### src/hw/cpu_defs.svh
`ifndef CPU_DEFS_SVH
`define CPU_DEFS_SVH

// Datapath sizes
`define DATA_W    8
`define REG_AW    2
`define NUM_REGS  4
`define MEM_DEPTH 256
`define OP_W      4
`define ALU_W     3

// Opcodes in instruction bits 7..4
`define OP_NOP 4'h0
`define OP_MOV 4'h1
`define OP_ADD 4'h2
`define OP_SUB 4'h3
`define OP_AND 4'h4
`define OP_OR  4'h5
`define OP_NOT 4'h6
`define OP_INC 4'h7
`define OP_IN  4'h8
`define OP_OUT 4'h9
`define OP_LD  4'hA
`define OP_ST  4'hB
`define OP_LDM 4'hC
`define OP_HLT 4'hD

// Execute result select
`define ALU_ADD     3'd0
`define ALU_SUB     3'd1
`define ALU_AND     3'd2
`define ALU_OR      3'd3
`define ALU_NOT     3'd4
`define ALU_INC     3'd5
`define ALU_PASS_B  3'd6
`define ALU_PASS_IN 3'd7

`endif
### src/hw/cpu_pkg.sv
`include "cpu_defs.svh"

package cpu_pkg;

    typedef struct packed {
        logic [`OP_W-1:0]   opcode;
        logic [`REG_AW-1:0] ra;
        logic [`REG_AW-1:0] rb;
    } instr_fields_t;

    // A program byte is either an instruction or the LDM immediate
    typedef union packed {
        instr_fields_t      f;
        logic [`DATA_W-1:0] imm;
    } instr_u;

endpackage

### src/hw/cpu_ifs.sv
`timescale 1ns/100ps
`include "cpu_defs.svh"

// Decode/execute pipeline register
interface ex_pipe_if;
    logic                wr_en;
    logic [`REG_AW-1:0]  wr_addr;
    logic                mem_rd;
    logic                mem_wr;
    logic                out_ld;
    logic                halt;
    logic [`ALU_W-1:0]   alu_sel;
    logic [`REG_AW-1:0]  src_a;
    logic [`REG_AW-1:0]  src_b;
    logic [`DATA_W-1:0]  val_a;
    logic [`DATA_W-1:0]  val_b;
    // Set when val_b holds the LDM immediate
    logic                b_is_imm;

    modport drive (output wr_en, wr_addr, mem_rd, mem_wr, out_ld, halt, alu_sel,
                   src_a, src_b, val_a, val_b, b_is_imm);
    modport sink  (input  wr_en, wr_addr, mem_rd, mem_wr, out_ld, halt, alu_sel,
                   src_a, src_b, val_a, val_b, b_is_imm);
endinterface

// Execute/memory pipeline register
interface mem_pipe_if;
    logic                wr_en;
    logic [`REG_AW-1:0]  wr_addr;
    logic                mem_rd;
    logic                mem_wr;
    logic                out_ld;
    logic                halt;
    logic [`DATA_W-1:0]  res;
    logic [`DATA_W-1:0]  store_data;

    modport drive (output wr_en, wr_addr, mem_rd, mem_wr, out_ld, halt, res, store_data);
    modport sink  (input  wr_en, wr_addr, mem_rd, mem_wr, out_ld, halt, res, store_data);
endinterface

### src/hw/cpu_top.sv
`timescale 1ns/100ps
`include "cpu_defs.svh"

module cpu_top import cpu_pkg::*; (
    input  logic               clk,
    input  logic               rst,
    input  logic [`DATA_W-1:0] in_port,
    input  logic               prog_we,
    input  logic [`DATA_W-1:0] prog_addr,
    input  logic [`DATA_W-1:0] prog_data,
    output logic               hlt,
    output logic [`DATA_W-1:0] out_port
);

    logic [`DATA_W-1:0] instr_addr;
    instr_u             instr_data;
    instr_u             ir;
    logic [`DATA_W-1:0] imm;
    logic               fd_valid;
    logic               stall;

    logic               wb_en;
    logic [`REG_AW-1:0] wb_addr;
    logic [`DATA_W-1:0] wb_data;

    logic [`DATA_W-1:0] data_addr;
    logic [`DATA_W-1:0] data_wdata;
    logic               data_we;
    logic [`DATA_W-1:0] data_rdata;

    ex_pipe_if  ex_if ();
    mem_pipe_if mem_if ();

    fetch_stage u_fetch (
        .clk        (clk),
        .rst        (rst),
        .stall      (stall),
        .instr_addr (instr_addr),
        .instr_data (instr_data),
        .ir         (ir),
        .imm        (imm),
        .fd_valid   (fd_valid)
    );

    decode_stage u_decode (
        .clk      (clk),
        .rst      (rst),
        .ir       (ir),
        .imm      (imm),
        .fd_valid (fd_valid),
        .stall    (stall),
        .wb_en    (wb_en),
        .wb_addr  (wb_addr),
        .wb_data  (wb_data),
        .ex       (ex_if.drive)
    );

    execute_stage u_execute (
        .clk     (clk),
        .rst     (rst),
        .in_port (in_port),
        .ex      (ex_if.sink),
        .mem     (mem_if.drive),
        .wb_en   (wb_en),
        .wb_addr (wb_addr),
        .wb_data (wb_data)
    );

    mem_wb_stage u_mem_wb (
        .clk        (clk),
        .rst        (rst),
        .mem        (mem_if.sink),
        .data_addr  (data_addr),
        .data_wdata (data_wdata),
        .data_we    (data_we),
        .data_rdata (data_rdata),
        .wb_en      (wb_en),
        .wb_addr    (wb_addr),
        .wb_data    (wb_data),
        .out_port   (out_port),
        .hlt        (hlt)
    );

    cpu_mem u_mem (
        .clk        (clk),
        .rst        (rst),
        .prog_we    (prog_we),
        .prog_addr  (prog_addr),
        .prog_data  (prog_data),
        .instr_addr (instr_addr),
        .instr_data (instr_data),
        .data_addr  (data_addr),
        .data_wdata (data_wdata),
        .data_we    (data_we),
        .data_rdata (data_rdata)
    );

endmodule

### src/hw/cpu_mem.sv
`timescale 1ns/100ps
`include "cpu_defs.svh"

module cpu_mem import cpu_pkg::*; (
    input  logic               clk,
    input  logic               rst,
    input  logic               prog_we,
    input  logic [`DATA_W-1:0] prog_addr,
    input  logic [`DATA_W-1:0] prog_data,
    input  logic [`DATA_W-1:0] instr_addr,
    output instr_u             instr_data,
    input  logic [`DATA_W-1:0] data_addr,
    input  logic [`DATA_W-1:0] data_wdata,
    input  logic               data_we,
    output logic [`DATA_W-1:0] data_rdata
);

    logic [`DATA_W-1:0] ram [`MEM_DEPTH];

    // Program load only while the core is held in reset
    always_ff @(posedge clk) begin
        if (rst) begin
            if (prog_we) begin
                ram[prog_addr] <= prog_data;
            end
        end else if (data_we) begin
            ram[data_addr] <= data_wdata;
        end
    end

    assign instr_data = ram[instr_addr];
    assign data_rdata = ram[data_addr];

endmodule

### src/hw/mem_wb_stage.sv
`timescale 1ns/100ps
`include "cpu_defs.svh"

module mem_wb_stage (
    input  logic               clk,
    input  logic               rst,
    mem_pipe_if.sink           mem,
    output logic [`DATA_W-1:0] data_addr,
    output logic [`DATA_W-1:0] data_wdata,
    output logic               data_we,
    input  logic [`DATA_W-1:0] data_rdata,
    output logic               wb_en,
    output logic [`REG_AW-1:0] wb_addr,
    output logic [`DATA_W-1:0] wb_data,
    output logic [`DATA_W-1:0] out_port,
    output logic               hlt
);

    logic out_ld_q;

    assign data_addr  = mem.res;
    assign data_wdata = mem.store_data;
    assign data_we    = mem.mem_wr;

    always_ff @(posedge clk) begin
        if (rst) begin
            wb_en    <= 1'b0;
            out_ld_q <= 1'b0;
            out_port <= '0;
            hlt      <= 1'b0;
        end else begin
            wb_en    <= mem.wr_en;
            out_ld_q <= mem.out_ld;
            // Sticky until reset
            if (mem.halt) begin
                hlt <= 1'b1;
            end
            if (out_ld_q) begin
                out_port <= wb_data;
            end
        end
    end

    always_ff @(posedge clk) begin
        wb_addr <= mem.wr_addr;
        wb_data <= mem.mem_rd ? data_rdata : mem.res;
    end

endmodule

### src/hw/execute_stage.sv
`timescale 1ns/100ps
`include "cpu_defs.svh"

module execute_stage (
    input  logic               clk,
    input  logic               rst,
    input  logic [`DATA_W-1:0] in_port,
    ex_pipe_if.sink            ex,
    mem_pipe_if.drive          mem,
    input  logic               wb_en,
    input  logic [`REG_AW-1:0] wb_addr,
    input  logic [`DATA_W-1:0] wb_data
);

    logic               mem_fwd_ok;
    logic [`DATA_W-1:0] op_a;
    logic [`DATA_W-1:0] op_b;
    logic [`DATA_W-1:0] result;

    // A load's res is still an address and the stall covers that case
    assign mem_fwd_ok = mem.wr_en && !mem.mem_rd;

    // Newest producer wins
    function automatic logic [`DATA_W-1:0] fwd(input logic [`REG_AW-1:0] src,
                                               input logic [`DATA_W-1:0] val);
        if (mem_fwd_ok && mem.wr_addr == src) begin
            return mem.res;
        end else if (wb_en && wb_addr == src) begin
            return wb_data;
        end
        return val;
    endfunction

    assign op_a = fwd(ex.src_a, ex.val_a);
    assign op_b = ex.b_is_imm ? ex.val_b : fwd(ex.src_b, ex.val_b);

    always_comb begin
        case (ex.alu_sel)
            `ALU_ADD:     result = op_a + op_b;
            `ALU_SUB:     result = op_a - op_b;
            `ALU_AND:     result = op_a & op_b;
            `ALU_OR:      result = op_a | op_b;
            `ALU_NOT:     result = ~op_a;
            `ALU_INC:     result = op_a + 1'b1;
            `ALU_PASS_IN: result = in_port;
            default:      result = op_b;
        endcase
    end

    always_ff @(posedge clk) begin
        if (rst) begin
            mem.wr_en  <= 1'b0;
            mem.mem_rd <= 1'b0;
            mem.mem_wr <= 1'b0;
            mem.out_ld <= 1'b0;
            mem.halt   <= 1'b0;
        end else begin
            mem.wr_en  <= ex.wr_en;
            mem.mem_rd <= ex.mem_rd;
            mem.mem_wr <= ex.mem_wr;
            mem.out_ld <= ex.out_ld;
            mem.halt   <= ex.halt;
        end
    end

    always_ff @(posedge clk) begin
        mem.wr_addr    <= ex.wr_addr;
        mem.res        <= result;
        // ST data is ra after forwarding
        mem.store_data <= op_a;
    end

endmodule

### src/hw/decode_stage.sv
`timescale 1ns/100ps
`include "cpu_defs.svh"

module decode_stage import cpu_pkg::*; (
    input  logic               clk,
    input  logic               rst,
    input  instr_u             ir,
    input  logic [`DATA_W-1:0] imm,
    input  logic               fd_valid,
    output logic               stall,
    input  logic               wb_en,
    input  logic [`REG_AW-1:0] wb_addr,
    input  logic [`DATA_W-1:0] wb_data,
    ex_pipe_if.drive           ex
);

    logic [`DATA_W-1:0] regs [`NUM_REGS];

    logic [`OP_W-1:0]   op;
    logic               is_alu2;
    logic               dec_wr;
    logic               uses_a;
    logic               uses_b;
    logic [`ALU_W-1:0]  dec_alu;
    logic [`REG_AW-1:0] addr_a;
    logic [`REG_AW-1:0] addr_b;
    logic [`DATA_W-1:0] rd_a;
    logic [`DATA_W-1:0] rd_b;
    logic               halted;
    logic               load_use;
    logic               issue;

    assign op      = ir.f.opcode;
    assign is_alu2 = op inside {`OP_ADD, `OP_SUB, `OP_AND, `OP_OR};
    assign dec_wr  = is_alu2 || op inside {`OP_MOV, `OP_NOT, `OP_INC, `OP_IN, `OP_LD, `OP_LDM};
    assign uses_a  = is_alu2 || op inside {`OP_NOT, `OP_INC, `OP_ST};
    assign uses_b  = is_alu2 || op inside {`OP_MOV, `OP_OUT, `OP_LD, `OP_ST};

    always_comb begin
        case (op)
            `OP_ADD: dec_alu = `ALU_ADD;
            `OP_SUB: dec_alu = `ALU_SUB;
            `OP_AND: dec_alu = `ALU_AND;
            `OP_OR:  dec_alu = `ALU_OR;
            `OP_NOT: dec_alu = `ALU_NOT;
            `OP_INC: dec_alu = `ALU_INC;
            `OP_IN:  dec_alu = `ALU_PASS_IN;
            default: dec_alu = `ALU_PASS_B;
        endcase
    end

    // OUT sends ra through the b operand
    assign addr_a = ir.f.ra;
    assign addr_b = (op == `OP_OUT) ? ir.f.ra : ir.f.rb;

    // Write-through read ports
    assign rd_a = (wb_en && wb_addr == addr_a) ? wb_data : regs[addr_a];
    assign rd_b = (wb_en && wb_addr == addr_b) ? wb_data : regs[addr_b];

    assign load_use = fd_valid && ex.mem_rd &&
                      ((uses_a && ex.wr_addr == addr_a) || (uses_b && ex.wr_addr == addr_b));
    assign stall    = halted || load_use;
    assign issue    = fd_valid && !stall;

    always_ff @(posedge clk) begin
        if (wb_en) begin
            regs[wb_addr] <= wb_data;
        end
    end

    always_ff @(posedge clk) begin
        if (rst) begin
            halted    <= 1'b0;
            ex.wr_en  <= 1'b0;
            ex.mem_rd <= 1'b0;
            ex.mem_wr <= 1'b0;
            ex.out_ld <= 1'b0;
            ex.halt   <= 1'b0;
        end else begin
            if (issue && op == `OP_HLT) begin
                halted <= 1'b1;
            end
            // Bubble whenever nothing issues
            ex.wr_en  <= issue && dec_wr;
            ex.mem_rd <= issue && op == `OP_LD;
            ex.mem_wr <= issue && op == `OP_ST;
            ex.out_ld <= issue && op == `OP_OUT;
            ex.halt   <= issue && op == `OP_HLT;
        end
    end

    always_ff @(posedge clk) begin
        ex.wr_addr  <= ir.f.ra;
        ex.alu_sel  <= dec_alu;
        ex.src_a    <= addr_a;
        ex.src_b    <= addr_b;
        ex.val_a    <= rd_a;
        ex.val_b    <= (op == `OP_LDM) ? imm : rd_b;
        ex.b_is_imm <= (op == `OP_LDM);
    end

endmodule

### src/hw/fetch_stage.sv
`timescale 1ns/100ps
`include "cpu_defs.svh"

module fetch_stage import cpu_pkg::*; (
    input  logic               clk,
    input  logic               rst,
    input  logic               stall,
    output logic [`DATA_W-1:0] instr_addr,
    input  instr_u             instr_data,
    output instr_u             ir,
    output logic [`DATA_W-1:0] imm,
    output logic               fd_valid
);

    logic [`DATA_W-1:0] pc;
    // Next byte is the LDM immediate
    logic               imm_next;

    assign instr_addr = pc;

    always_ff @(posedge clk) begin
        if (rst) begin
            pc       <= '0;
            imm_next <= 1'b0;
            fd_valid <= 1'b0;
        end else if (!stall) begin
            pc <= pc + 1'b1;
            if (imm_next) begin
                imm_next <= 1'b0;
                fd_valid <= 1'b1;
            end else if (instr_data.f.opcode == `OP_LDM) begin
                // Hold LDM back until its immediate is in
                imm_next <= 1'b1;
                fd_valid <= 1'b0;
            end else begin
                fd_valid <= 1'b1;
            end
        end
    end

    always_ff @(posedge clk) begin
        if (!stall) begin
            if (imm_next) begin
                imm <= instr_data.imm;
            end else begin
                ir <= instr_data;
            end
        end
    end

endmodule

### config.mk
export PLATFORM = sky130hd
export DESIGN_NAME = cpu_top
export DESIGN_NICKNAME = d
export VERILOG_FILES = /design/src/hw/cpu_pkg.sv /design/src/hw/cpu_ifs.sv /design/src/hw/cpu_top.sv /design/src/hw/cpu_mem.sv /design/src/hw/mem_wb_stage.sv /design/src/hw/execute_stage.sv /design/src/hw/decode_stage.sv /design/src/hw/fetch_stage.sv
export VERILOG_INCLUDE_DIRS = /design/src /design/src/hw
export SDC_FILE = /design/constraint.sdc
export NUM_CORES = 2
export LEC_CHECK = 0
export ABC_AREA = 0
export BUFFER_PORTS_ARGS = -buffer_cell sky130_fd_sc_hd__buf_2
export CORE_MARGIN = 1.5
export CORE_UTILIZATION = 40
export CTS_BUF_LIST = sky130_fd_sc_hd__clkbuf_8
export DETAILED_ROUTE_END_ITERATION = 10
export GPL_TIMING_DRIVEN = 0
export PLACE_DENSITY_LB_ADDON = 0.2
export SYNTH_ARGS = -nofsm -noshare
export SYNTH_HDL_FRONTEND = slang
export SYNTH_SLANG_ARGS = --single-unit
### constraint.sdc
create_clock -name clk -period 7.6 [get_ports clk]
set_clock_uncertainty 0.2 [all_clocks]
set_input_delay 0 -clock clk [delete_from_list [all_inputs] [get_ports clk]]
set_output_delay 0 -clock clk [all_outputs]
set_load 0.02 [all_outputs]
Word-level counts from Yosys, hierarchy flattened

Memories as Yosys holds them, arrays and structs flattened. A register that Yosys moved wholly into a read port is not among the register bits.
Cells that the tools add are included.

$add $sub $neg: 4
Eq/ne operators: 27
Muxes and demuxes: 34
Bitwise gates (word level): 5
Reductions and logical operators: 31

Operators by type and width:

| operator              | count |
|---|---|
| $mux W8               | 14 |
| $pmux W8 S7           | 1 |
| $eq A4 B4 Y1 const B  | 7 |
| $pmux W3 S7           | 1 |
| $mux W1               | 17 |
| $add A8 B1 Y8 const B | 2 |
| $eq A4 B3 Y1 const B  | 4 |
| $logic_and A1 B1 Y1   | 16 |
| $eq A2 B2 Y1          | 7 |
| $eq A3 B3 Y1 const B  | 3 |
| $add A8 B8 Y8         | 1 |
| $and A8 B8 Y8         | 1 |
| $eq A4 B2 Y1 const B  | 2 |
| $not A8 Y8            | 1 |
| $or A8 B8 Y8          | 1 |
| $reduce_bool A4 Y1    | 2 |
| $reduce_or A8 Y1      | 1 |
| $sub A8 B8 Y8         | 1 |
| $eq A3 B2 Y1 const B  | 2 |
| $reduce_bool A6 Y1    | 1 |
| $logic_or A1 B1 Y1    | 5 |
| $eq A4 B1 Y1 const B  | 1 |
| $reduce_and A2 Y1     | 2 |
| $eq A3 B1 Y1 const B  | 1 |
| other kinds (5)       | 7 |

Flip-flop bits (word level): 92
Memory bits (writable): 2080
Output and inout port bits: 9
Memories kept: 2

Memory list:

| name          | words | width | rd ports | clocked after Yosys merged registers in | write ports | line               | source |
|---|---|---|---|---|---|---|---|
| u_mem.ram     | 256   | 8     | 2        | 2                                       | 1           | cpu_mem.sv:18      | `` logic [`DATA_W-1:0] ram [`MEM_DEPTH]; `` |
| u_decode.regs | 4     | 8     | 2        | 1                                       | 1           | decode_stage.sv:17 | `` logic [`DATA_W-1:0] regs [`NUM_REGS]; `` |

Longest topological paths before layout

Depth after elaboration: 10
Depth in mapped cells: 19
Depth with buffers taken out: 18

By module

Synthesis repeated with hierarchy kept, for this count alone.

Cell total of the unflattened synthesis: 5731
Area, all modules: 102002.8 µm²

By module, submodules not included:

| module        | times used | cells an instance | area an instance (µm²) | sequential area each (µm²) |
|---|---|---|---|---|
| cpu_mem       | 1          | 5175              | 95803.1                | 61499.0 |
| decode_stage  | 1          | 165               | 2434.8                 | 1401.3 |
| execute_stage | 1          | 257               | 1995.7                 | 460.4 |
| fetch_stage   | 1          | 65                | 943.4                  | 680.7 |
| mem_wb_stage  | 1          | 69                | 825.8                  | 420.4 |

Worst setup path before layout

Ideal clock, no wire load.

Path type: flip-flop to flip-flop
Start point: register u_execute.mem.mem_wr
End point: memory u_mem.ram[0][0] (netlist name) (data pin)
Setup time: 0.823 ns
Data arrival time: 4.058 ns
Data required time: 6.577 ns
Path slack: 2.520 ns
Cell stages (with the launch flop): 6
Path buffers: 2
Period minus slack after synthesis: 5.080 ns
Cells stage by stage: dfxtp_1 nand2b_1 clkbuf_1 buf_1 nand2_1 nand2_1

Longest elaborated chain between the ends: 5

RTL lines:

| what                          | line          | source |
|---|---|---|
| start, declared               | cpu_ifs.sv:37 | `modport drive (output wr_en, wr_addr, mem_rd, mem_wr, out_ld, halt, res, store_data);` |
| $mux W1                       | cpu_mem.sv:26 | `end else if (data_we) begin` |
| $mux W1                       | cpu_mem.sv:22 | `if (rst) begin` |
| $mux W1 (implied by the code) | cpu_mem.sv:27 | `ram[data_addr] <= data_wdata;` |
| $reduce_or A8 Y1 (no line)    | --            |  |
| $mux W8 (no line)             | --            |  |
| end, declared                 | cpu_mem.sv:18 |  |

Every way passes these cells.

Final worst setup path

Start point: register u_execute.mem.res[0]
End point: register u_mem_wb.wb_data[0]

Longest elaborated chain between the ends: 1

RTL lines:

| what                   | line                | source |
|---|---|---|
| start, declared        | cpu_ifs.sv:37       |  |
| start signal, assigned | execute_stage.sv:68 | `mem.res <= result;` |
| $mux W8                | mem_wb_stage.sv:46  | `wb_data <= mem.mem_rd ? data_rdata : mem.res;` |
| end signal, assigned   | mem_wb_stage.sv:46  |  |
| end, declared          | mem_wb_stage.sv:14  | `` output logic [`DATA_W-1:0] wb_data, `` |

Every way passes these cells.
A chain may end at the register's enable or synchronous reset.

==> metrics.md <==
| Metric | Value |
|---|---|
| Setup repair bufs after CTS | `0` |
| CP Launch Type | `flop` |
| Syn_area_per_cell | `19.7 um^2` |
| Final WS setup | `-98.7 ps` |
| Post-synthesis cell count | `5169` |
| Layout cells sized above 1 | `36.7%` |
| Global-route wire length before repair | `703 mm` |
| CTS tree | `built` |
| Power, Total | `44100 uW` |
| Seq pwr share | `30.8%` |
| Non-filler instance count after layout | `9465` |
| Tmin final | `7700 ps` |
| CP Max Fanout | `10` |
| Layout Nets | `5769` |
| Tot GR Track Use | `43.6%` |
| Final hold vios | `0` |
| WL per Instance | `59.8 um` |
| R2R depth | `10` |
| Net Sw Power | `19000 uW` |
| Finished Core Util | `46.0%` |
| Die Height | `508 um` |
| Die Area | `258000 um^2` |
| Primary FF master, synth | `edfxtp_1` |
| Setup Crit Path Kind | `flop to flop` |
| Mapped Nets | `5206` |
| WHS Path Cells | `5` |
| Run status | `finished with violations` |
| Longest Clk Path Bufs | `4` |
| Async set or reset register ratio after synthesis | `0%` |
| FP Rows | `185` |
| Synthesized flop and latch total | `2180` |
| Post-Syn Area | `102000 um^2` |
| Core area | `254000 um^2` |
| Die X | `508 um` |
| GPL Wtd Cong | `1.09` |
| Gate power share | `44.5%` |
| H-Tree Depth | `5` |
| Remaining global-route overflow | `0` |
| Unrepaired setup endpoints after global routing | `no` |
| Number of global-route vias before repair | `64300` |
| Distinct cells, synth | `79` |
| Worst-skew pair later-pin latency | `1170 ps` |
| CTS root buffer | `clkbuf_8` |
| Arr. time, crit path | `8480 ps` |
| Post-synth EDFFs | `2096` |
| I/O Buffers | `35` |
| Violated checks | `max-capacitance violations, max-slew violations, negative setup slack` |
| Worst-margin pin slew | `1690 ps` |
| Sequential fraction of the synthesis area | `63.4%` |
| IO Pins | `36` |
| Switch share | `43.1%` |
| Total CTS buffers | `381` |
| Initial Util | `40.2%` |
| Area growth, synth to finish | `14.4%` |
| Maximum vdd drop | `0.000267 V` |
| Clk network pwr share | `24.7%` |
| Detailed-route vias per instance | `7.35` |
| Final Max Slew Viols | `186` |
| Pin count of the biggest net entering global routing | `105` |
| Power density cells | `378 nW/um^2` |
| Clk pin slew, worst setup/hold paths | `60 ps` |
| Vias | `69600` |
| Iter 0 DRT Violations | `14100` |
| Routed Antenna Nets | `0` |
| Clock tree sinks | `2180` |
| Ys Warns | `0` |
| Cell-internal power | `25100 uW` |
| Max-slew headroom | `-12.7%` |
| Cells after DPL | `8664` |
| DP HPWL | `407 mm` |
| Static Leak | `0.0365 uW` |
| CP required | `8380 ps` |
| Initial antenna violation count | `79` |
| Setup-failing EPs final | `2` |
| Max Cap Viol | `27` |
| Setup TNS | `-176 ps` |
| Fillers | `21700` |
| Final worst path period share | `101%` |
| Post-route DRC | `0` |
| Fmax | `0.130 GHz` |
| Worst setup EP type | `flop` |
| Worst min path class | `primary input to flop` |
| TritonRoute pass-1 iters | `9` |
| WL final | `566 mm` |
==> synthesized netlist by cell type, types with 5 or more instances <==
| cell | number | area (um^2) |
|---|---|---|
| edfxtp_1 | 2096 | 62900 |
| mux4_2 | 1186 | 26700 |
| nor2_1 | 329 | 1230 |
| mux2i_1 | 207 | 2070 |
| clkbuf_1 | 171 | 642 |
| nand2_1 | 166 | 623 |
| buf_2 | 141 | 706 |
| a22oi_1 | 85 | 638 |
| dfxtp_1 | 84 | 1680 |
| a21oi_1 | 72 | 360 |
| nand3_1 | 68 | 340 |
| buf_1 | 50 | 188 |
| o21ai_0 | 50 | 250 |
| buf_4 | 33 | 248 |
| nor2b_1 | 33 | 206 |
| mux2_2 | 29 | 327 |
| o22ai_1 | 27 | 169 |
| inv_1 | 26 | 97.6 |
| a211oi_1 | 24 | 180 |
| nor3_1 | 24 | 120 |
| nand2b_1 | 19 | 119 |
| xnor2_1 | 17 | 149 |
| nand3b_1 | 16 | 120 |
| a31oi_1 | 13 | 81.3 |
| o31ai_1 | 13 | 97.6 |
| and3_1 | 11 | 68.8 |
| buf_6 | 11 | 124 |
| and2_1 | 10 | 62.6 |
| nand4_1 | 10 | 62.6 |
| xor2_1 | 10 | 87.6 |
| a22o_1 | 9 | 78.8 |
| ha_1 | 9 | 113 |
| a41oi_1 | 8 | 70.1 |
| o211ai_1 | 8 | 60.1 |
| a221oi_1 | 7 | 61.3 |
| o2111ai_1 | 7 | 61.3 |
| a21o_1 | 5 | 37.5 |
| nor3b_1 | 5 | 37.5 |
| o221ai_1 | 5 | 43.8 |
==> per-layer routing <==
metal / global-route usage (%) / wire, um / share of wire (%)
met3: 21.1 / 85700 / 15
met5: 0 / 252 / 0.045
met2: 59.3 / 231000 / 41
met4: 34.9 / 54300 / 9.6
met1: 52.5 / 194000 / 34
==> path summary, 6_finish.rpt <==
path	slack, ps	start	endpoint
worst max-delay path	-100	u_execute.mem.res[0]	u_mem_wb.wb_data[0]
worst min-delay path	110	in_port[0]	u_execute.mem.res[0]
worst max register to register	-100	u_execute.mem.res[0]	u_mem_wb.wb_data[0]
worst min register to register	200	u_execute.mem.wr_addr[1]	u_mem_wb.wb_addr[1]
==> layout make-up <==
type,count,area (um^2),share of cell area [%]
multi-input cells,2554,35500,30.4
clock inverters,302,1920,1.65
repair buffers,180,2740,2.35
plain buffers,406,2080,1.78
flip-flops and latches,2180,64600,55.4
clock buffers,389,5350,4.59
well taps,3366,4210,3.61
diodes,59,148,0.127
inverters,29,109,0.0933
==> what timing repair did <==
item	CTS	global route
hold buffers	44	0
resized for setup	0	1
setup endpoints to repair	0	1
endpoints found under the hold margin	1612	0
==> layout by cell type, fill, tap and decap left out, drive strengths merged, types with 14 or more instances in the layout <==
cell	count
mux2i	207
a31oi	14
a22oi	85
nand2b	19
edfxtp	2096
mux2	29
nand3	68
nand2	166
o21ai	51
inv	153
bufinv	19
xnor2	17
clkinv	151
dlygate4sd3	44
nor3	24
nand3b	16
nor2b	33
a211oi	24
diode	59
o22ai	27
a21oi	73
nor2	329
mux4	1186
clkbuf	563
o31ai	14
buf	368
dfxtp	84
==> through the flow <==
step	setup WS [ps]	hold slack [ps]	instance area, um^2
after floorplan	2520	9.48	102000
after global placement	-3170	153	106000
after detailed placement	210	166	109000
after CTS	183	62.3	116000
after global routing	62.3	141	117000
final	-98.7	107	117000
==> cell families after synthesis <==
family          after synthesis  share of synthesized area, %
simple gates                714                          3.11
flops                      2180                          63.4
compound gates              381                          2.59
buf+inv                     435                          1.98
xor+xnor                     27                         0.232
mux                        1422                          28.6
fa+ha+maj                    10                         0.130
==> power by group through the flow <==
stage / clock, uW / combinational (uW) / sequential [uW]
global placement: 0 / 17900 / 14000
global route: 11300 / 18900 / 13600
detailed placement: 0 / 18400 / 13800
finish: 10900 / 19600 / 13600
floorplan: 0 / 8420 / 13800
CTS: 10800 / 18400 / 13600
==> state kept, by name (all words and copies together), names as in the netlist, 3 cells and up, named ones only <==
signal,flops
u_decode.ex.alu_sel,3
u_mem_wb.out_port,8
u_decode.regs,32
u_decode.ex.val_b,8
u_fetch.imm,8
u_mem_wb.wb_data,8
u_mem.ram,2048
u_execute.mem.res,8
u_execute.mem.store_data,8
u_fetch.instr_addr,8
u_fetch.ir,8
==> critical path, cell delays in order, from the launching register on <==
cell and delay (ps):
dfxtp_1 310, clkbuf_1 1010, buf_2 780, buf_2 950
buf_2 1190, mux4_2 620, mux4_2 490, a22oi_1 570
a21oi_1 540, o32ai_1 620, nor2_1 130
Power figures use the tool's default switching activity.
